### config.mk
export PLATFORM = sky130hd
export DESIGN_NAME = hazard_unit
export DESIGN_NICKNAME = d
export VERILOG_FILES = /design/src/sb_pkg.sv /design/src/issue_pkg.sv /design/src/scoreboard.sv /design/src/slot_alloc.sv /design/src/hazard_check.sv /design/src/issue_ctrl.sv /design/src/hazard_unit.sv
export VERILOG_INCLUDE_DIRS = /design/src /design/src/src
export SDC_FILE = /design/constraint.sdc
export NUM_CORES = 1
export LEC_CHECK = 0
export ABC_AREA = 1
export ABC_CLOCK_PERIOD_IN_PS = 4600
export BUFFER_PORTS_ARGS = -buffer_cell sky130_fd_sc_hd__buf_2
export CORE_UTILIZATION = 63
export DETAILED_ROUTE_END_ITERATION = 16
export PLACE_DENSITY = 0.8
export SYNTH_ARGS = -nofsm -noshare
export SYNTH_HDL_FRONTEND = slang
export SYNTH_HIERARCHICAL = 1
export SYNTH_SLANG_ARGS = --single-unit
### constraint.sdc
create_clock -name clk -period 4.6 [get_ports clk]
set_input_delay 0.69 -clock clk [delete_from_list [all_inputs] [get_ports clk]]
set_output_delay 0.69 -clock clk [all_outputs]
set_load 0.005 [all_outputs]
### src/hazard_defs.svh
// hazard unit constants for scoreboard depth, field widths and the dual-allocation threshold
`ifndef HAZARD_DEFS_SVH
`define HAZARD_DEFS_SVH

// number of in-flight write slots
`define SB_DEPTH 8

// commit ID indexes one slot
`define SB_ID_W 3

// architectural register number, x0..x31
`define REG_ADDR_W 5

// execution unit type code
`define EXU_TYPE_W 3

// two free slots left as long as no more than this many are used
`define SB_MAX_USED_FOR_TWO 6

`endif

### src/sb_pkg.sv
// scoreboard types for register numbers, commit IDs, per-slot vectors and occupancy count
`default_nettype none

`include "hazard_defs.svh"

package sb_pkg;

    // destination or source register number
    typedef logic [`REG_ADDR_W-1:0] reg_addr_t;

    // slot index handed out at issue and returned at commit
    typedef logic [`SB_ID_W-1:0] commit_id_t;

    // one bit per scoreboard slot
    typedef logic [`SB_DEPTH-1:0] slot_vec_t;

    // 0..8 occupied slots needs one bit more than an ID
    typedef logic [`SB_ID_W:0] used_count_t;

endpackage

`default_nettype wire

### src/issue_pkg.sv
// instruction-side types for execution unit codes and the two-bit issue grant
`default_nettype none

`include "hazard_defs.svh"

package issue_pkg;

    typedef logic [`EXU_TYPE_W-1:0] exu_type_t;
    typedef logic [1:0] issue_vec_t;    // bit0 inst1, bit1 inst2

    // unit codes as produced by decode
    localparam exu_type_t EXU_ALU = 3'd0;
    localparam exu_type_t EXU_MUL = 3'd1;
    localparam exu_type_t EXU_DIV = 3'd2;
    localparam exu_type_t EXU_CSR = 3'd3;

    localparam issue_vec_t ISSUE_NONE  = 2'b00;
    localparam issue_vec_t ISSUE_FIRST = 2'b01;  // older instruction only
    localparam issue_vec_t ISSUE_BOTH  = 2'b11;

endpackage

`default_nettype wire

### src/scoreboard.sv
// in-flight write table of valid, destination and unit type per slot with two commit ports
`timescale 1ns/1ps
`default_nettype none

`include "hazard_defs.svh"

module scoreboard (
    input  wire logic                                  clk,
    input  wire logic                                  rst_n,
    input  wire issue_pkg::issue_vec_t                 issue_i,
    input  wire logic                                  inst1_rd_live_i,
    input  wire logic                                  inst2_rd_live_i,
    input  wire sb_pkg::commit_id_t                    inst1_id_i,
    input  wire sb_pkg::commit_id_t                    inst2_id_i,
    input  wire sb_pkg::reg_addr_t                     inst1_rd_i,
    input  wire sb_pkg::reg_addr_t                     inst2_rd_i,
    input  wire issue_pkg::exu_type_t                  inst1_exu_i,
    input  wire issue_pkg::exu_type_t                  inst2_exu_i,
    input  wire logic                                  commit_valid_i,
    input  wire sb_pkg::commit_id_t                    commit_id_i,
    input  wire logic                                  commit2_valid_i,
    input  wire sb_pkg::commit_id_t                    commit2_id_i,
    output sb_pkg::slot_vec_t                          valid_vec_o,
    output sb_pkg::slot_vec_t                          busy_vec_o,
    output sb_pkg::reg_addr_t [`SB_DEPTH-1:0]          sb_rd_o,
    output issue_pkg::exu_type_t [`SB_DEPTH-1:0]       sb_exu_o,
    output logic                                       atom_lock_o
);

    sb_pkg::slot_vec_t                    valid_q;
    sb_pkg::reg_addr_t [`SB_DEPTH-1:0]    rd_q;
    issue_pkg::exu_type_t [`SB_DEPTH-1:0] exu_q;
    sb_pkg::slot_vec_t                    commit_hit;  // slots retiring this cycle
    logic                                 wr1;
    logic                                 wr2;

    // only granted instructions with a real destination take a slot
    assign wr1 = issue_i[0] && inst1_rd_live_i;
    assign wr2 = issue_i[1] && inst2_rd_live_i;

    always_comb begin
        commit_hit = '0;
        if (commit_valid_i) commit_hit[commit_id_i] = 1'b1;
        if (commit2_valid_i) commit_hit[commit2_id_i] = 1'b1;
    end

    // set wins over clear since allocation never picks a slot that is still valid
    always_ff @(posedge clk or negedge rst_n) begin
        if (!rst_n) begin
            valid_q <= '0;
        end else begin
            valid_q <= valid_q & ~commit_hit;
            if (wr1) valid_q[inst1_id_i] <= 1'b1;
            if (wr2) valid_q[inst2_id_i] <= 1'b1;
        end
    end

    // destination and unit type per slot
    always_ff @(posedge clk) begin
        if (wr1) begin
            rd_q[inst1_id_i]  <= inst1_rd_i;
            exu_q[inst1_id_i] <= inst1_exu_i;
        end
        if (wr2) begin
            rd_q[inst2_id_i]  <= inst2_rd_i;
            exu_q[inst2_id_i] <= inst2_exu_i;
        end
    end

    assign valid_vec_o = valid_q;                // still counts for allocation
    assign busy_vec_o  = valid_q & ~commit_hit;  // committing slots stop hazarding now
    assign sb_rd_o     = rd_q;
    assign sb_exu_o    = exu_q;
    assign atom_lock_o = |valid_q;               // any long write outstanding

endmodule

`default_nettype wire

### src/slot_alloc.sv
// commit ID allocation giving inst1 the lowest free slot and inst2 the next free one after it
`timescale 1ns/1ps
`default_nettype none

`include "hazard_defs.svh"

module slot_alloc (
    input  wire sb_pkg::slot_vec_t  valid_vec_i,
    input  wire logic               inst1_valid_i,
    input  wire logic               inst2_valid_i,
    output sb_pkg::commit_id_t      inst1_id_o,
    output sb_pkg::commit_id_t      inst2_id_o,
    output logic                    room_two_o
);

    sb_pkg::used_count_t used_cnt;
    sb_pkg::commit_id_t  first_free;
    sb_pkg::commit_id_t  id1;
    sb_pkg::commit_id_t  next_free;

    always_comb begin
        used_cnt = '0;
        for (int i = 0; i < `SB_DEPTH; i++) begin
            used_cnt = used_cnt + sb_pkg::used_count_t'(valid_vec_i[i]);
        end
    end

    assign room_two_o = (used_cnt <= sb_pkg::used_count_t'(`SB_MAX_USED_FOR_TWO));

    // scan downwards so the lowest free index is written last
    always_comb begin
        first_free = '0;
        for (int i = `SB_DEPTH - 1; i >= 0; i--) begin
            if (!valid_vec_i[i]) first_free = sb_pkg::commit_id_t'(i);
        end
    end

    assign id1 = inst1_valid_i ? first_free : '0;

    // circular search from one past id1 where the nearest hit wins
    always_comb begin
        sb_pkg::commit_id_t idx;
        next_free = '0;
        for (int k = `SB_DEPTH - 1; k >= 1; k--) begin
            idx = id1 + sb_pkg::commit_id_t'(k);  // wraps at depth
            if (!valid_vec_i[idx]) next_free = idx;
        end
    end

    assign inst1_id_o = id1;
    assign inst2_id_o = (inst2_valid_i && room_two_o) ? next_free : '0;

endmodule

`default_nettype wire

### src/hazard_check.sv
// RAW and WAW detection for both instructions against busy slots and between the pair
`timescale 1ns/1ps
`default_nettype none

`include "hazard_defs.svh"

module hazard_check (
    input  wire sb_pkg::slot_vec_t                     busy_vec_i,
    input  wire sb_pkg::reg_addr_t [`SB_DEPTH-1:0]     sb_rd_i,
    input  wire issue_pkg::exu_type_t [`SB_DEPTH-1:0]  sb_exu_i,
    input  wire logic                                  inst1_valid_i,
    input  wire sb_pkg::reg_addr_t                     inst1_rd_i,
    input  wire sb_pkg::reg_addr_t                     inst1_rs1_i,
    input  wire sb_pkg::reg_addr_t                     inst1_rs2_i,
    input  wire logic                                  inst1_rd_we_i,
    input  wire issue_pkg::exu_type_t                  inst1_exu_i,
    input  wire logic                                  inst2_valid_i,
    input  wire sb_pkg::reg_addr_t                     inst2_rd_i,
    input  wire sb_pkg::reg_addr_t                     inst2_rs1_i,
    input  wire sb_pkg::reg_addr_t                     inst2_rs2_i,
    input  wire logic                                  inst2_rd_we_i,
    input  wire issue_pkg::exu_type_t                  inst2_exu_i,
    output logic                                       haz1_sb_o,
    output logic                                       haz2_sb_o,
    output logic                                       haz2_on_1_o,
    output logic                                       inst1_rd_live_o,
    output logic                                       inst2_rd_live_o
);

    logic inst1_rs1_live;
    logic inst1_rs2_live;
    logic inst2_rs1_live;
    logic inst2_rs2_live;
    logic raw2_on_1;
    logic waw2_on_1;

    // one instruction against every busy slot
    function automatic logic sb_conflict(
        input sb_pkg::slot_vec_t                    busy,
        input sb_pkg::reg_addr_t [`SB_DEPTH-1:0]    rd_tab,
        input issue_pkg::exu_type_t [`SB_DEPTH-1:0] exu_tab,
        input logic                                 rs1_live,
        input sb_pkg::reg_addr_t                    rs1,
        input logic                                 rs2_live,
        input sb_pkg::reg_addr_t                    rs2,
        input logic                                 rd_live,
        input sb_pkg::reg_addr_t                    rd,
        input issue_pkg::exu_type_t                 exu
    );
        logic hit;
        hit = 1'b0;
        for (int i = 0; i < `SB_DEPTH; i++) begin
            if (busy[i]) begin
                if (rs1_live && (rs1 == rd_tab[i])) hit = 1'b1;
                if (rs2_live && (rs2 == rd_tab[i])) hit = 1'b1;
                // same unit writes back in order, so only a unit change is a WAW
                if (rd_live && (rd == rd_tab[i]) && (exu != exu_tab[i])) hit = 1'b1;
            end
        end
        return hit;
    endfunction

    // x0 reads and writes never hazard
    assign inst1_rs1_live  = inst1_valid_i && (inst1_rs1_i != '0);
    assign inst1_rs2_live  = inst1_valid_i && (inst1_rs2_i != '0);
    assign inst1_rd_live_o = inst1_valid_i && inst1_rd_we_i && (inst1_rd_i != '0);
    assign inst2_rs1_live  = inst2_valid_i && (inst2_rs1_i != '0);
    assign inst2_rs2_live  = inst2_valid_i && (inst2_rs2_i != '0);
    assign inst2_rd_live_o = inst2_valid_i && inst2_rd_we_i && (inst2_rd_i != '0);

    assign haz1_sb_o = sb_conflict(busy_vec_i, sb_rd_i, sb_exu_i,
                                   inst1_rs1_live, inst1_rs1_i,
                                   inst1_rs2_live, inst1_rs2_i,
                                   inst1_rd_live_o, inst1_rd_i, inst1_exu_i);

    assign haz2_sb_o = sb_conflict(busy_vec_i, sb_rd_i, sb_exu_i,
                                   inst2_rs1_live, inst2_rs1_i,
                                   inst2_rs2_live, inst2_rs2_i,
                                   inst2_rd_live_o, inst2_rd_i, inst2_exu_i);

    // inst2 against the older instruction of the same pair
    assign raw2_on_1 = inst1_rd_live_o &&
                       ((inst2_rs1_live && (inst2_rs1_i == inst1_rd_i)) ||
                        (inst2_rs2_live && (inst2_rs2_i == inst1_rd_i)));
    assign waw2_on_1 = inst1_rd_live_o && inst2_rd_live_o && (inst2_rd_i == inst1_rd_i);

    assign haz2_on_1_o = raw2_on_1 || waw2_on_1;

endmodule

`default_nettype wire

### src/issue_ctrl.sv
// issue decision from room, interrupt, hazards and jump/branch serialization in fixed priority
`timescale 1ns/1ps
`default_nettype none

`include "hazard_defs.svh"

module issue_ctrl (
    input  wire logic           room_two_i,
    input  wire logic           irq_req_i,
    input  wire logic           inst1_jump_i,
    input  wire logic           inst1_branch_i,
    input  wire logic           haz1_sb_i,
    input  wire logic           haz2_sb_i,
    input  wire logic           haz2_on_1_i,
    output issue_pkg::issue_vec_t issue_o
);

    always_comb begin
        if (!room_two_i) begin
            issue_o = issue_pkg::ISSUE_NONE;   // wait for a commit
        end else if (irq_req_i) begin
            issue_o = issue_pkg::ISSUE_NONE;
        end else if (haz1_sb_i) begin
            issue_o = issue_pkg::ISSUE_NONE;   // in order, so inst2 waits too
        end else if (inst1_jump_i || inst1_branch_i) begin
            issue_o = issue_pkg::ISSUE_FIRST;  // inst2 may be on the wrong path
        end else if (haz2_sb_i || haz2_on_1_i) begin
            issue_o = issue_pkg::ISSUE_FIRST;
        end else begin
            issue_o = issue_pkg::ISSUE_BOTH;
        end
    end

endmodule

`default_nettype wire

### src/hazard_unit.sv
// dual-issue hazard unit wiring scoreboard, ID allocation, hazard check and issue control
`timescale 1ns/1ps
`default_nettype none

`include "hazard_defs.svh"

module hazard_unit (
    input  wire logic                  clk,
    input  wire logic                  rst_n,
    input  wire logic                  inst1_valid_i,
    input  wire sb_pkg::reg_addr_t     inst1_rd_i,
    input  wire sb_pkg::reg_addr_t     inst1_rs1_i,
    input  wire sb_pkg::reg_addr_t     inst1_rs2_i,
    input  wire logic                  inst1_rd_we_i,
    input  wire issue_pkg::exu_type_t  inst1_exu_i,
    input  wire logic                  inst2_valid_i,
    input  wire sb_pkg::reg_addr_t     inst2_rd_i,
    input  wire sb_pkg::reg_addr_t     inst2_rs1_i,
    input  wire sb_pkg::reg_addr_t     inst2_rs2_i,
    input  wire logic                  inst2_rd_we_i,
    input  wire issue_pkg::exu_type_t  inst2_exu_i,
    input  wire logic                  commit_valid_i,
    input  wire sb_pkg::commit_id_t    commit_id_i,
    input  wire logic                  commit2_valid_i,
    input  wire sb_pkg::commit_id_t    commit2_id_i,
    input  wire logic                  inst1_jump_i,
    input  wire logic                  inst1_branch_i,
    input  wire logic                  irq_req_i,
    output issue_pkg::issue_vec_t      issue_o,
    output sb_pkg::commit_id_t         inst1_id_o,
    output sb_pkg::commit_id_t         inst2_id_o,
    output logic                       atom_lock_o
);

    sb_pkg::slot_vec_t                    valid_vec;
    sb_pkg::slot_vec_t                    busy_vec;
    sb_pkg::reg_addr_t [`SB_DEPTH-1:0]    sb_rd;
    issue_pkg::exu_type_t [`SB_DEPTH-1:0] sb_exu;
    logic                                 haz1_sb;
    logic                                 haz2_sb;
    logic                                 haz2_on_1;
    logic                                 inst1_rd_live;
    logic                                 inst2_rd_live;
    logic                                 room_two;

    scoreboard i_scoreboard (
        .clk             (clk),
        .rst_n           (rst_n),
        .issue_i         (issue_o),
        .inst1_rd_live_i (inst1_rd_live),
        .inst2_rd_live_i (inst2_rd_live),
        .inst1_id_i      (inst1_id_o),
        .inst2_id_i      (inst2_id_o),
        .inst1_rd_i      (inst1_rd_i),
        .inst2_rd_i      (inst2_rd_i),
        .inst1_exu_i     (inst1_exu_i),
        .inst2_exu_i     (inst2_exu_i),
        .commit_valid_i  (commit_valid_i),
        .commit_id_i     (commit_id_i),
        .commit2_valid_i (commit2_valid_i),
        .commit2_id_i    (commit2_id_i),
        .valid_vec_o     (valid_vec),
        .busy_vec_o      (busy_vec),
        .sb_rd_o         (sb_rd),
        .sb_exu_o        (sb_exu),
        .atom_lock_o     (atom_lock_o)
    );

    // IDs go out to the pipeline and back into the scoreboard
    slot_alloc i_slot_alloc (
        .valid_vec_i   (valid_vec),
        .inst1_valid_i (inst1_valid_i),
        .inst2_valid_i (inst2_valid_i),
        .inst1_id_o    (inst1_id_o),
        .inst2_id_o    (inst2_id_o),
        .room_two_o    (room_two)
    );

    hazard_check i_hazard_check (
        .busy_vec_i      (busy_vec),
        .sb_rd_i         (sb_rd),
        .sb_exu_i        (sb_exu),
        .inst1_valid_i   (inst1_valid_i),
        .inst1_rd_i      (inst1_rd_i),
        .inst1_rs1_i     (inst1_rs1_i),
        .inst1_rs2_i     (inst1_rs2_i),
        .inst1_rd_we_i   (inst1_rd_we_i),
        .inst1_exu_i     (inst1_exu_i),
        .inst2_valid_i   (inst2_valid_i),
        .inst2_rd_i      (inst2_rd_i),
        .inst2_rs1_i     (inst2_rs1_i),
        .inst2_rs2_i     (inst2_rs2_i),
        .inst2_rd_we_i   (inst2_rd_we_i),
        .inst2_exu_i     (inst2_exu_i),
        .haz1_sb_o       (haz1_sb),
        .haz2_sb_o       (haz2_sb),
        .haz2_on_1_o     (haz2_on_1),
        .inst1_rd_live_o (inst1_rd_live),
        .inst2_rd_live_o (inst2_rd_live)
    );

    issue_ctrl i_issue_ctrl (
        .room_two_i     (room_two),
        .irq_req_i      (irq_req_i),
        .inst1_jump_i   (inst1_jump_i),
        .inst1_branch_i (inst1_branch_i),
        .haz1_sb_i      (haz1_sb),
        .haz2_sb_i      (haz2_sb),
        .haz2_on_1_i    (haz2_on_1),
        .issue_o        (issue_o)
    );

endmodule

`default_nettype wire

Word-level counts from Yosys, hierarchy flattened
Index checks and enable logic that the tools add are counted.
W data, S select, Z words.
{"block": "totals", "register_bits": 72, "in_bits": 53, "out_inout_bits": 9, "elab_cells": 342}
{"block": "classes", "n_addsub": 14, "magnitude_cmp": 16, "eq_ne": 67, "muxes": 128, "bitwise": 5, "n_reduce_logical": 95}
{"operator": "$eq A5 B5 Y1", "n": 51}
{"operator": "$logic_and A1 B1 Y1", "n": 84}
{"operator": "$bwmux W40", "n": 2}
{"operator": "$mux W40", "n": 2}
{"operator": "$mux W1", "n": 75}
{"operator": "$mux W3", "n": 19}
{"operator": "$bwmux W24", "n": 2}
{"operator": "$mux W24", "n": 2}
{"operator": "$ne A3 B3 Y1", "n": 16}
{"operator": "$lt A3 B4 Y1 const B", "n": 11}
{"operator": "$mux W8", "n": 4}
{"operator": "$demux W5 S3", "n": 2}
{"operator": "$reduce_bool A5 Y1", "n": 6}
{"operator": "$add A4 B1 Y4", "n": 6}
{"operator": "$or A8 B8 Y8", "n": 3}
{"operator": "$bmux W1 S3", "n": 7}
{"operator": "$demux W3 S3", "n": 2}
{"operator": "$add A3 B3 Y3 const B", "n": 4}
{"operator": "$demux W1 S3", "n": 4}
{"operator": "$ge A3 B1 Y1 const B", "n": 4}
{"operator": "$mux W2", "n": 5}
{"operator": "$mux W5", "n": 2}
{"operator": "$and A8 B8 Y8", "n": 1}
{"operator": "$not A8 Y8", "n": 1}
{"operator": "other kinds (6)", "n": 10}

Depth between registers and ports, before layout
Gate-level depths: netlist (run 1).
{"block": "depth", "word_depth": 48, "ltp_mapped": 29}

Hierarchy
Netlist (run 1), hierarchy kept.
{"mod": "hazard_check", "n_inst": 1, "cells_per_inst": 915, "area_per_inst_um2": 4804.6, "seq_area_each_um2": 0.0}
{"mod": "scoreboard", "n_inst": 1, "cells_per_inst": 598, "area_per_inst_um2": 3754.9, "seq_area_each_um2": 1481.4}
{"mod": "slot_alloc", "n_inst": 1, "cells_per_inst": 152, "area_per_inst_um2": 862.1, "seq_area_each_um2": 0.0}
{"mod": "issue_ctrl", "n_inst": 1, "cells_per_inst": 7, "area_per_inst_um2": 26.3, "seq_area_each_um2": 0.0}

Worst setup path after synthesis (run 1)
OpenSTA, ideal clock, no wires.
{"block": "synth_path", "kind": "register -> register", "from": "register i_scoreboard.valid_q[2] (netlist: i_scoreboard/valid_vec_o[2])", "to": "register i_scoreboard.exu_q, in the netlist i_scoreboard/sb_exu_o[12]", "setup_ns": 0.058, "t_arrival_ns": 3.708, "required_time_ns": 4.542, "slack_ns": 0.834, "stages_incl_launch_ff": 19, "path_buffers": 0, "period_less_slack_ns": 3.766, "path_cell_list": "dfrtp_1 -> inv_1 -> fa_1 -> fa_1 -> fa_1 -> fa_1 -> xor2_1 -> o31ai_1 -> inv_1 -> nand2_1 -> inv_1 -> nand2_1 -> a21oi_1 -> inv_1 -> nor2_1 -> nand2_1 -> inv_2 -> nand2_1 -> nand2_1"}
{"block": "synth_via", "word_cells_on_any_way": 106}
{"item": "from (decl)", "line": "scoreboard.sv:30", "rtl": "sb_pkg::slot_vec_t valid_q;"}
{"item": "from (signal assigned)", "line": "scoreboard.sv:52", "rtl": "valid_q <= valid_q & ~commit_hit;"}
{"item": "$add A4 B1 Y4 (*) (6 in series)", "line": "slot_alloc.sv:24", "rtl": "used_cnt = used_cnt + sb_pkg::used_count_t'(valid_vec_i[i]);"}
{"item": "$le A4 B3 Y1 (*)", "line": "slot_alloc.sv:28", "rtl": "assign room_two_o = (used_cnt <= sb_pkg::used_count_t'(`SB_MAX_USED_FOR_TWO));"}
{"item": "net room_two", "line": "hazard_unit.sv:44", "rtl": "logic room_two;"}
{"item": "$logic_and A1 B1 Y1 (*)", "line": "slot_alloc.sv:51", "rtl": "assign inst2_id_o = (inst2_valid_i && room_two_o) ? next_free : '0;"}
{"item": "$mux W3 (*)", "line": "slot_alloc.sv:51"}
{"item": "net inst2_id_o[2]", "line": "hazard_unit.sv:31", "rtl": "output sb_pkg::commit_id_t inst2_id_o,"}
{"item": "$lt A3 B4 Y1 (not written as such) / $ge A3 B1 Y1 (equally long branches)", "line": "scoreboard.sv:66", "rtl": "exu_q[inst2_id_i] <= inst2_exu_i;"}
{"item": "$logic_and A1 B1 Y1 (not written as such)", "line": "scoreboard.sv:66"}
{"item": "$mux W3 (not written as such)", "line": "scoreboard.sv:66"}
{"item": "$demux W3 S3 (*)"}
{"item": "$bwmux W24 (*)", "line": "scoreboard.sv:66"}
{"item": "$mux W24 (*)", "line": "scoreboard.sv:64", "rtl": "if (wr2) begin"}
{"item": "to (signal, indexed assignment)", "line": "scoreboard.sv:62", "rtl": "exu_q[inst1_id_i] <= inst1_exu_i;"}
{"item": "to (signal, indexed assignment)", "line": "scoreboard.sv:66"}
{"item": "to (decl)", "line": "scoreboard.sv:32", "rtl": "issue_pkg::exu_type_t [`SB_DEPTH-1:0] exu_q;"}
The timed path passes the listed nets; every way through them passes the cells marked *. The select of a mux whose other input is x is not followed.

Worst setup path after layout (run 1)
{"block": "layout_path", "from": "register i_scoreboard.valid_q[3] (netlist: i_scoreboard/valid_vec_o[3])", "to": "output inst2_id_o[2]"}
{"block": "layout_via", "word_cells_on_any_way": 41}
{"item": "$add A4 B1 Y4 (5 in series)", "line": "slot_alloc.sv:24"}
{"item": "$le A4 B3 Y1", "line": "slot_alloc.sv:28"}
{"item": "net room_two", "line": "hazard_unit.sv:44"}
{"item": "$logic_and A1 B1 Y1", "line": "slot_alloc.sv:51"}
{"item": "$mux W3", "line": "slot_alloc.sv:51"}
{"item": "to (decl)", "line": "hazard_unit.sv:31"}
The timed path passes the listed nets, and every way through them passes these cells. The select of a mux whose other input is x is not followed.

==> flow_metrics.env, run 1 <==
export IMPL_timing_critical_path_from_type="flop"
export IMPL_dominant_combinational_cell_family_by_area_after_synthesis="simple AND/OR/NAND/NOR gates"
export IMPL_synth_adder_area_share_pct=1.51
export IMPL_initial_core_util_pct=64.8
export IMPL_post_route_util_pct=66.7
export IMPL_fp_dieArea_mm2=0.0155
export IMPL_hold_buffers=0
export IMPL_grt_antenna_before_repair=0
export IMPL_areaGrowthSynthToFinish_pct=2.93
export IMPL_finalWorstPathRequiredPeriod_ps=4410
export IMPL_ant_nets=0
export IMPL_diode_count=0
export IMPL_rsz0062_at_grt="no"
export IMPL_chipWidth_um=124
export IMPL_route_vias_total=10400
export IMPL_finalHoldViolCount=0
export IMPL_worst_slew_slack_as_a_fraction_of_its_limit_pct=42.6
export IMPL_post_cts_buffers=0
export IMPL_critPathBufInv=5
export IMPL_drt_vias_per_instance=5.65
export IMPL_port_buffer_count=61
export IMPL_ir_worst_vdd_uv=378
export IMPL_synth_compound_area_share_pct=2.74
export IMPL_grt_start_max_net_pins=22
export IMPL_tritoncts_num_buffers=9
export IMPL_grt_pass1_vias=9191
export IMPL_worst_slack_ps=187
export IMPL_rows=44
export IMPL_grt_overflow=0
export IMPL_global_route_wire_length_before_repair_um=50100
export IMPL_most_common_cell_after_layout_fill_and_taps_aside="nand2_1"
export IMPL_layout_net_count=1716
export IMPL_max_clock_skew_ps=6.36
export IMPL_ioPinCount=62
export IMPL_setup_viol_count_final=0
export IMPL_count_of_different_cell_masters_after_synthesis=38
export IMPL_timing_max_transition_violations_final=0
export IMPL_synth_net_count=1734
export IMPL_clockBufferDepth=2
export IMPL_largest_delay_share_family_worst_path="adder cells"
export IMPL_drt_iter0_markers=1333
export IMPL_clkLatencyLatePin_ps=330
export IMPL_cts_root_buffer="clkbuf_16"
export IMPL_place_congestion=0.973
export IMPL_holdCritPathClass="input port to asynchronous set/reset pin"
export IMPL_h_tree_depth=3
export IMPL_critical_path_slowest_cell="fa_1"
export IMPL_cts_tree="yes"
export IMPL_syn_area_per_cell_um2=5.65
export IMPL_pwr_density_cell_mw_per_mm2=444
export IMPL_routed_wl_um=31700
export IMPL_drv_max_cap_violation_count=0
export IMPL_worst_ep_arrival_time_ps=3720
export IMPL_setup_tns_ps=0
export IMPL_mappedNetlistArea_mm2=0.00945
export IMPL_sink_count_of_the_clock_tree=72
export IMPL_design_core_area_mm2=0.0146
export IMPL_drive_above_1_share_pct=8.62
export IMPL_clk_pin_slew_worst_paths_ps=60
export IMPL_die_h_um=124
export IMPL_crit_fanout=5
export IMPL_track_usage_pct=40.6
export IMPL_detailed_place_hpwl_um=23500
export IMPL_post_synth_inst_count=1672
export IMPL_critical_path_required_ps=3910
export IMPL_power_leakage_nw=5.38
export IMPL_worstMarginPinSlew_ps=860
export IMPL_synthesis_yosys_warnings=6
export IMPL_detail_route_wl_per_cell_um=17.2
export IMPL_drt_pass1_iterations=6
export IMPL_timing_fmax_mhz=227
export IMPL_run_status="completed"
export IMPL_crit_path_end_kind="output pin"
export IMPL_final_cell_mix="nand2_1 (561), nand3_1 (235), inv_1 (196)"
export IMPL_path_cells="inv_1, fa_1, fa_1, fa_1, fa_1, xor2_1, o31ai_1, inv_1, nand2_1, inv_1, nand2_1, a21oi_1, buf_4, buf_2"
export IMPL_slowest_delay_ps=460
export IMPL_crit_type="flop to output pin"
export IMPL_synth_seq_area_share_pct=15.7
export IMPL_number_of_drc_violations_after_detailed_routing=0
export IMPL_simple_gate_portion_of_the_synthesized_area_pct=46.6
export IMPL_yosys_mux_area_fraction_pct=0
export IMPL_fin_crit_sh_pct=95.9
export IMPL_synth_seq_cells=72
export IMPL_placement_setup_worst_slack_ps=415
export IMPL_yosys_area_share_xor_xnor_pct=18.4
export IMPL_timing_critical_path_mode_cell="fa_1"
[report_power, final]
part	total, mW	leakage [nW]	switching (mW)	internal [mW]
Combinational	2.25	4.60	1.35	0.901
Clock	0.690	0.146	0.258	0.432
Sequential	1.37	0.633	0.535	0.837
Total	4.32	5.38	2.15	2.17
[repair_timing]
action,CTS,global route
endpoints found under the setup margin,0,2
endpoints found under the hold margin,0,0
resized for setup,0,2
[routing by layer]
layer	share of wire, %	wire, um	vias to the layer above	global-route usage [%]
li1	-	-	5055	-
met1	40	12700	4619	55.7
met2	44	13900	642	63.4
met3	12	3900	95	5.50
met4	3.9	1220	0	17.4
met5	0	0	-	0
[synthesized netlist by cell type]
master    number  share of area (%)
nand2_1      561                 22
nand3_1      235                 12
inv_1        196                7.8
nor2_1       161                6.4
xnor2_1      118                 11
xor2_1        80                7.4
dfxtp_1       64                 14
buf_2         53                2.8
nand4_1       29                1.9
buf_4         24                1.9
o21ai_0       24                1.3
nand2_2       23                1.5
inv_2         17               0.68
a21oi_1       14               0.74
buf_6          9                1.1
clkbuf_1       9               0.36
dfrtp_1        8                2.1
ha_1           5               0.66
nor2_2         5               0.33
nor2_4         5               0.60
fa_1           4               0.85
nor3_1         4               0.21
clkinv_1       3               0.12
nand3_2        3               0.32
nand2_4        2               0.24
nor4_1         2               0.13
o21ai_1        2               0.11
o22ai_1        2               0.13
a21oi_2        1              0.093
a31oi_1        1              0.066
buf_12         1               0.21
clkbuf_2       1              0.053
inv_6          1              0.093
nand2b_4       1               0.15
nand3b_1       1              0.079
o211ai_1       1              0.079
o21ai_4        1               0.17
o31ai_1        1              0.079
[worst reg2reg max path: stages (launching register included)]
cell and delay (ps):
dfrtp_2 430, inv_1 140, fa_1 460, fa_1 460
fa_1 420, fa_1 450, xor2_1 160, o31ai_1 80
inv_1 70, nand2_1 80, inv_1 100, nand2_1 60
nor2_1 270, inv_1 100, nor2_2 300, nand2_2 240
clkinv_1 210, nand2_1 100, nand2_1 90
[sequential cells by signal, indices dropped and copies added (netlist names)]
| name | flops |
|---|---|
| i_scoreboard/sb_exu_o | 24 |
| i_scoreboard/sb_rd_o | 40 |
| i_scoreboard/valid_vec_o | 8 |
[cell families (layout without fill, tap and decap cells)]
| group | Yosys count | after routing |
|---|---|---|
| simple gates | 1032 | 1032 |
| fa+ha+maj | 9 | 9 |
| flops | 72 | 72 |
| xor+xnor | 198 | 198 |
| compound gates | 47 | 47 |
| buf+inv | 314 | 301 |
[cell type report]
cell class                      count  area (um2)
Clock buffer                       12         246
Inverter                          217         820
Multi-Input combinational cell   1286        6540
Timing Repair Buffer               68         358
Clock inverter                      4        45.0
Tap cell                          184         230
Sequential cell                    72        1480
Fill cell                        1416        4860
[final timing paths]
path | start | to | slack (ps) | cells past startpoint
hold reg to reg | i_scoreboard/sb_exu_o[19] | i_scoreboard/sb_exu_o[19] | 570 | 4
hold / removal | rst_n | i_scoreboard/valid_vec_o[7] | 200 | 1
setup / recovery | i_scoreboard/valid_vec_o[3] | inst2_id_o[2] | 190 | 14
min in group clk | i_scoreboard/sb_exu_o[19] | i_scoreboard/sb_exu_o[19] | 570 | 4
setup reg to reg | i_scoreboard/valid_vec_o[3] | i_scoreboard/sb_rd_o[8] | 320 | 18
max in group asynchronous | rst_n | i_scoreboard/valid_vec_o[2] | 4210 | 1
[metrics by stage]
| stage | cell area (um2) | total power [mW] | std cells | hold WS, ps |
|---|---|---|---|---|
| 4_1_cts | 9720 | 4.23 | 1843 | 191 |
| 3_5_place_dp | 9430 | 3.53 | 1827 | 547 |
| 6_report | 9720 | 4.32 | 1843 | 196 |
| 2_1_floorplan | 9450 | 3.03 | 1672 | 394 |
| 3_3_place_gp | 9430 | 3.48 | 1827 | 543 |
| 5_1_grt | 9720 | 4.65 | 1843 | 200 |
No activity file was read; power rests on OpenSTA's default activity.
==> inputs of run 2 (changes only) <==
--- a/config.mk
+++ b/config.mk
@@ -11,8 +11,7 @@
 export BUFFER_PORTS_ARGS = -buffer_cell sky130_fd_sc_hd__buf_2
 export CORE_UTILIZATION = 63
 export DETAILED_ROUTE_END_ITERATION = 16
-export PLACE_DENSITY = 0.8
+export PLACE_DENSITY = 0.81
 export SYNTH_ARGS = -nofsm -noshare
 export SYNTH_HDL_FRONTEND = slang
-export SYNTH_HIERARCHICAL = 1
 export SYNTH_SLANG_ARGS = --single-unit
==> flow_metrics.env, run 2 <==
export IMPL_rows=43
export IMPL_number_of_drc_violations_after_detailed_routing=0
export IMPL_count_of_different_cell_masters_after_synthesis=54
export IMPL_crit_type="flop to output pin"
export IMPL_sink_count_of_the_clock_tree=72
export IMPL_ant_nets=0
export IMPL_design_core_area_mm2=0.0139
export IMPL_initial_core_util_pct=64.8
export IMPL_drv_max_cap_violation_count=0
export IMPL_flip_flop_count_of_the_largest_register_after_layout=40
export IMPL_finalHoldViolCount=0
export IMPL_route_vias_total=9634
export IMPL_share_of_yosys_cell_area_claimed_by_the_top_area_cell_type_pct=15.4
export IMPL_yosysMostFrequentCell="nand2_1"
export IMPL_max_clock_skew_ps=9.47
export IMPL_place_congestion=1.03
export IMPL_ir_worst_vdd_uv=348
export IMPL_track_usage_pct=40.7
export IMPL_finish_cell_count_without_fillers=1566
export IMPL_drive_above_1_share_pct=12.6
export IMPL_cellInternalPower_mw=2.42
export IMPL_ys_top_cells_by_count="nand2_1 (369), xor2_1 (128), nand3_1 (126)"
export IMPL_synthesis_yosys_warnings=0
export IMPL_synth_net_count=1460
export IMPL_synth_seq_cells=72
export IMPL_port_buffer_count=61
export IMPL_synth_ff_type="dfxtp_1"
export IMPL_grt_antenna_before_repair=0
export IMPL_worst_slew_slack_as_a_fraction_of_its_limit_pct=23.9
export IMPL_grt_overflow=0
export IMPL_crit_path_end_kind="output pin"
export IMPL_syn_area_per_cell_um2=6.46
export IMPL_drt_iter0_markers=1250
export IMPL_placed_cells_incl_taps=1541
export IMPL_pwr_density_cell_mw_per_mm2=488
export IMPL_share_clk_of_total_power_pct=17.7
export IMPL_mappedNetlistArea_mm2=0.00900
export IMPL_worst_ep_arrival_time_ps=3780
export IMPL_finalHoldWorstSlack_ps=213
export IMPL_drt_vias_per_instance=6.15
export IMPL_finalWorstPathRequiredPeriod_ps=4470
export IMPL_cts_tree="yes"
export IMPL_clockBufferDepth=2
export IMPL_post_synth_inst_count=1393
export IMPL_finalPower_mw=4.65
export IMPL_final_cell_mix="nand2_1 (367), xor2_1 (128), nand3_1 (126)"
export IMPL_post_route_util_pct=68.7
export IMPL_drt_pass1_iterations=5
export IMPL_run_status="completed"
export IMPL_detail_route_wl_per_cell_um=19.0
export IMPL_synth_seq_area_share_pct=16.5
export IMPL_rr_startpoint="i_scoreboard.valid_vec_o[1]"
export IMPL_tritoncts_num_buffers=9
export IMPL_power_share_switching_pct=48.1
export IMPL_timing_fmax_mhz=224
export IMPL_timing_max_transition_violations_final=0
export IMPL_hold_buffers=0
export IMPL_fp_dieArea_mm2=0.0148
export IMPL_crit_fanout=5
export IMPL_die_h_um=121
export IMPL_chipWidth_um=121
export IMPL_diode_count=0
export IMPL_holdCritPathClass="input port to asynchronous set/reset pin"
export IMPL_detailed_place_hpwl_um=22000
export IMPL_timing_critical_path_from_type="flop"
export IMPL_critical_path_required_ps=3910
export IMPL_comb_power_share_pct=53.6
export IMPL_grt_pass1_vias=8392
export IMPL_ioPinCount=62
export IMPL_synth_enable_flop_cells=0
export IMPL_cell_taking_the_most_area_after_synthesis="nand2_1"
export IMPL_areaGrowthSynthToFinish_pct=6.05
export IMPL_setup_viol_count_final=0
export IMPL_timing_critical_path_from="i_scoreboard.valid_vec_o[1]"
export IMPL_routed_wl_um=29800
export IMPL_power_frac_seq_pct=28.8
export IMPL_grt_start_max_net_pins=36
export IMPL_most_common_cell_after_layout_fill_and_taps_aside="nand2_1"
export IMPL_synth_area_leaders="nand2_1 (15%), dfxtp_1 (14%), xor2_1 (12%)"
export IMPL_global_route_wire_length_before_repair_um=45800
export IMPL_clkLatencyLatePin_ps=350
export IMPL_switching_power_mw=2.24
export IMPL_layout_net_count=1448
export IMPL_postSynth_asyncResetShare_pct=11.1
export IMPL_cts_root_buffer="clkbuf_16"
export IMPL_fin_crit_sh_pct=97.1
export IMPL_power_leakage_nw=4.41
export IMPL_worstMarginPinSlew_ps=1130
export IMPL_clk_pin_slew_worst_paths_ps=60
export IMPL_h_tree_depth=3
## run 2: cell types whose count changed in the layout (fill, tap and decap cells not counted), sizes merged, moves of 48 or more
cell,delta
inv,-112
nand2,-201
nand3,-100
nor2,-108
o21ai,+56
xor2,+48
## run 2: worst max-delay path: stages, from the launching register on
cell      delay, ps
dfrtp_1         350
inv_2            70
ha_4            260
inv_1            40
fa_1            490
fa_1            410
inv_1            80
fa_2            200
inv_2            40
fa_2            540
nand3b_1        100
and2_4          150
nand3b_1         80
nor2_1          110
nand2_2         100
nor2_8          170
nand2_2          80
inv_1            60
buf_2           100
## run 2: logic make-up (layout without fill, tap and decap cells)
kind of cell / after synthesis / in the layout / share of synthesized area [%]
and+or+nand+nor: 703 / 703 / 36.7
xor gates and xnor gates: 242 / 242 / 23.6
buffers and inverters: 218 / 211 / 11.0
AOI/OAI and AO/OA: 144 / 144 / 9.99
DFF: 72 / 72 / 16.5
adders and majority gates: 14 / 14 / 2.28
## run 2: timing repair
item / CTS / global route
resized for setup: 1 / 12
cloned: 0 / 0
buffers inserted: 2 / 7
pin swaps: 1 / 4
setup endpoints to repair: 2 / 40
## run 2: layout make-up
| cell class | count | area (um2) |
|---|---|---|
| clock buffer | 11 | 243 |
| fill | 1251 | 4340 |
| inverter | 105 | 407 |
| multi-input combinational | 1103 | 6560 |
| sequential | 72 | 1480 |
| timing repair buffer | 90 | 523 |
| tap | 180 | 225 |
| clock inverter | 5 | 104 |
## run 2: worst paths after layout
path                                                     to  slack, ps  cells after the start
worst max-delay path                             issue_o[1]        130                     18
worst min-delay path            i_scoreboard.valid_vec_o[6]        210                      1
worst max register to register     i_scoreboard.sb_exu_o[6]        240                     22
worst min register to register     i_scoreboard.sb_exu_o[4]        590                      4
max in group asynchronous       i_scoreboard.valid_vec_o[2]       4160                      1
min in group clk                   i_scoreboard.sb_exu_o[4]        590                      4
## run 2: power groups by stage
stage	sequential (mW)	clock, mW	combinational (mW)
after floorplan	0.934	0	2.20
final	1.34	0.822	2.49
after global routing	1.35	0.845	2.77
after CTS	1.30	0.821	2.36
after global placement	1.31	0	2.27
after detailed placement	1.32	0	2.33
## run 2: through the flow
step | setup WS (ps) | instance area [um2] | TNS [ps]
finish | 132 | 9540 | 0
global route | -1.13 | 9540 | -1.13
CTS | 8.01 | 9450 | 0
detailed placement | 82.3 | 9090 | 0
global placement | 225 | 9090 | 0
floorplan | 278 | 9000 | 0
## run 2: layer usage
metal,GRT usage [%],vias up,part of all wire [%]
met5,0,-,0
met2,62.3,633,43
met4,21.7,0,5.6
met3,7.80,123,11
met1,53.8,4392,40
li1,-,4486,-
==> inputs of run 3 (changes only) <==
--- a/config.mk
+++ b/config.mk
@@ -9,6 +9,7 @@
 export ABC_AREA = 1
 export ABC_CLOCK_PERIOD_IN_PS = 4600
 export BUFFER_PORTS_ARGS = -buffer_cell sky130_fd_sc_hd__buf_2
+export CORE_MARGIN = 3
 export CORE_UTILIZATION = 63
 export DETAILED_ROUTE_END_ITERATION = 16
 export PLACE_DENSITY = 0.81
==> flow_metrics.env, run 3 (synthesized netlist as in run 2, its figures left out) <==
export IMPL_run_status="completed"
export IMPL_holdCritPathClass="input port to asynchronous set/reset pin"
export IMPL_rows=43
export IMPL_timing_critical_path_mode_cell="inv_1"
export IMPL_fin_crit_sh_pct=97.6
export IMPL_setup_viol_count_final=0
export IMPL_finalHoldWorstSlack_ps=206
export IMPL_worstMarginPinSlew_ps=1020
export IMPL_place_congestion=1.02
export IMPL_ir_worst_vdd_uv=526
export IMPL_drt_vias_per_instance=6.07
export IMPL_routed_wl_um=29900
export IMPL_initial_core_util_pct=64.6
export IMPL_tritoncts_num_buffers=9
export IMPL_drive_above_1_share_pct=12.0
export IMPL_final_cell_mix="nand2_1 (368), xor2_1 (128), nand3_1 (126)"
export IMPL_global_route_wire_length_before_repair_um=46800
export IMPL_clockBufferDepth=2
export IMPL_detail_route_wl_per_cell_um=19.1
export IMPL_critical_path_slowest_cell="fa_1"
export IMPL_most_common_cell_after_layout_fill_and_taps_aside="nand2_1"
export IMPL_slowest_delay_ps=490
export IMPL_port_buffer_count=61
export IMPL_setup_tns_ps=0
export IMPL_detailed_place_hpwl_um=21800
export IMPL_number_of_drc_violations_after_detailed_routing=0
export IMPL_ioPinCount=62
export IMPL_track_usage_pct=37.0
export IMPL_placed_cells_incl_taps=1541
export IMPL_postPlaceCellArea_mm2=0.00909
export IMPL_finalWorstPathRequiredPeriod_ps=4490
export IMPL_rsz0062_at_grt="yes"
export IMPL_grt_start_max_net_pins=36
export IMPL_chipWidth_um=125
export IMPL_timing_critical_path_from_type="flop"
export IMPL_flip_flop_count_of_the_largest_register_after_layout=40
export IMPL_post_route_cell_area_mm2=0.00950
export IMPL_drt_iter0_markers=1286
export IMPL_clkLatencyLatePin_ps=340
export IMPL_drv_max_cap_violation_count=0
export IMPL_fp_dieArea_mm2=0.0157
export IMPL_finalHoldViolCount=0
export IMPL_pwr_density_cell_mw_per_mm2=478
export IMPL_power_leakage_nw=4.38
export IMPL_cts_root_buffer="clkbuf_16"
export IMPL_design_core_area_mm2=0.0139
export IMPL_grt_pass1_vias=8429
export IMPL_die_h_um=125
export IMPL_crit_type="flop to output pin"
export IMPL_worst_slew_slack_as_a_fraction_of_its_limit_pct=31.3
export IMPL_cts_tree="yes"
export IMPL_route_vias_total=9486
export IMPL_clk_pin_slew_worst_paths_ps=60
export IMPL_critPathBufInv=6
export IMPL_grt_overflow=0
export IMPL_finish_cell_count_without_fillers=1564
export IMPL_critical_path_required_ps=3910
export IMPL_layout_net_count=1445
export IMPL_areaGrowthSynthToFinish_pct=5.62
export IMPL_timing_fmax_mhz=223
export IMPL_drt_pass1_iterations=6
export IMPL_max_clock_skew_ps=4.10
export IMPL_timing_max_transition_violations_final=0
export IMPL_sink_count_of_the_clock_tree=72
export IMPL_h_tree_depth=3
export IMPL_path_cells="inv_1, ha_1, inv_2, fa_1, fa_1, inv_1, fa_2, inv_1, fa_1, xnor2_1, nand3b_1, and2_4, nand3b_1, nor2_1, nand2_2, nor2_8, nand2_1, inv_1, buf_2"
export IMPL_worst_ep_arrival_time_ps=3800
export IMPL_largest_delay_share_family_worst_path="adder cells"
export IMPL_grt_antenna_before_repair=0
export IMPL_ant_nets=0
export IMPL_crit_path_end_kind="output pin"
export IMPL_crit_fanout=4
run 3: final cells by class:
type	instances	area [um2]
multi-input combinational	1103	6540
fill	1274	4430
sequential	72	1480
timing repair buffer	87	500
inverter	105	419
clock buffer	12	256
tap	180	225
clock inverter	4	76.3
antenna	1	2.50
run 3: path summary, 6_finish.rpt:
kind	endpoint	slack (ps)	start	cells after the start
max	issue_o[1]	110	i_scoreboard.valid_vec_o[0]	19
min	i_scoreboard.valid_vec_o[3]	210	rst_n	1
max reg2reg	i_scoreboard.valid_vec_o[4]	220	i_scoreboard.valid_vec_o[0]	21
min reg2reg	i_scoreboard.sb_exu_o[19]	600	i_scoreboard.sb_exu_o[19]	4
max in group asynchronous	i_scoreboard.valid_vec_o[6]	4190	rst_n	1
min in group clk	i_scoreboard.sb_exu_o[19]	600	i_scoreboard.sb_exu_o[19]	4
run 3: report_power, final:
part	internal, mW	total (mW)	switching [mW]
logic	0.995	2.42	1.42
clock network	0.506	0.785	0.280
registers	0.828	1.34	0.508
total	2.33	4.54	2.21
run 3: what timing repair did:
item,in CTS,in global routing
resized for setup,0,11
pin swaps,1,4
setup endpoints to repair,1,71
hold endpoints to repair,0,0
setup buffers,1,5
hold buffers,0,0
run 3: worst register-to-register path, stage by stage, from the launching register on:
cell and delay [ps]:
dfrtp_1 360, inv_1 70, ha_1 300, inv_2 60
fa_1 410, fa_1 480, inv_1 50, fa_2 330
inv_1 80, fa_1 380, nand3b_1 190, and2_4 170
nand3b_1 80, nor2_1 50, nand2_2 120, nor2_8 50
nand3_2 110, clkinv_1 90, nand2_2 230, clkinv_8 210
nand2_2 250, nand3_1 160
run 3: metrics by stage:
stage	setup slack (ps)	power (mW)	util, %
floorplan	278	3.13	-
global placement	225	3.59	65.2
detailed placement	108	3.64	65.2
CTS	7.87	4.43	67.7
global route	-110	4.89	68.2
finish	109	4.54	68.2
run 3: layer usage:
layer	up-vias	wire (um)	track usage (%)
met4	0	1460	18.8
met3	107	3530	5.68
li1	4494	-	-
met2	642	12800	54.2
met1	4243	12100	52.5
met5	-	0	0
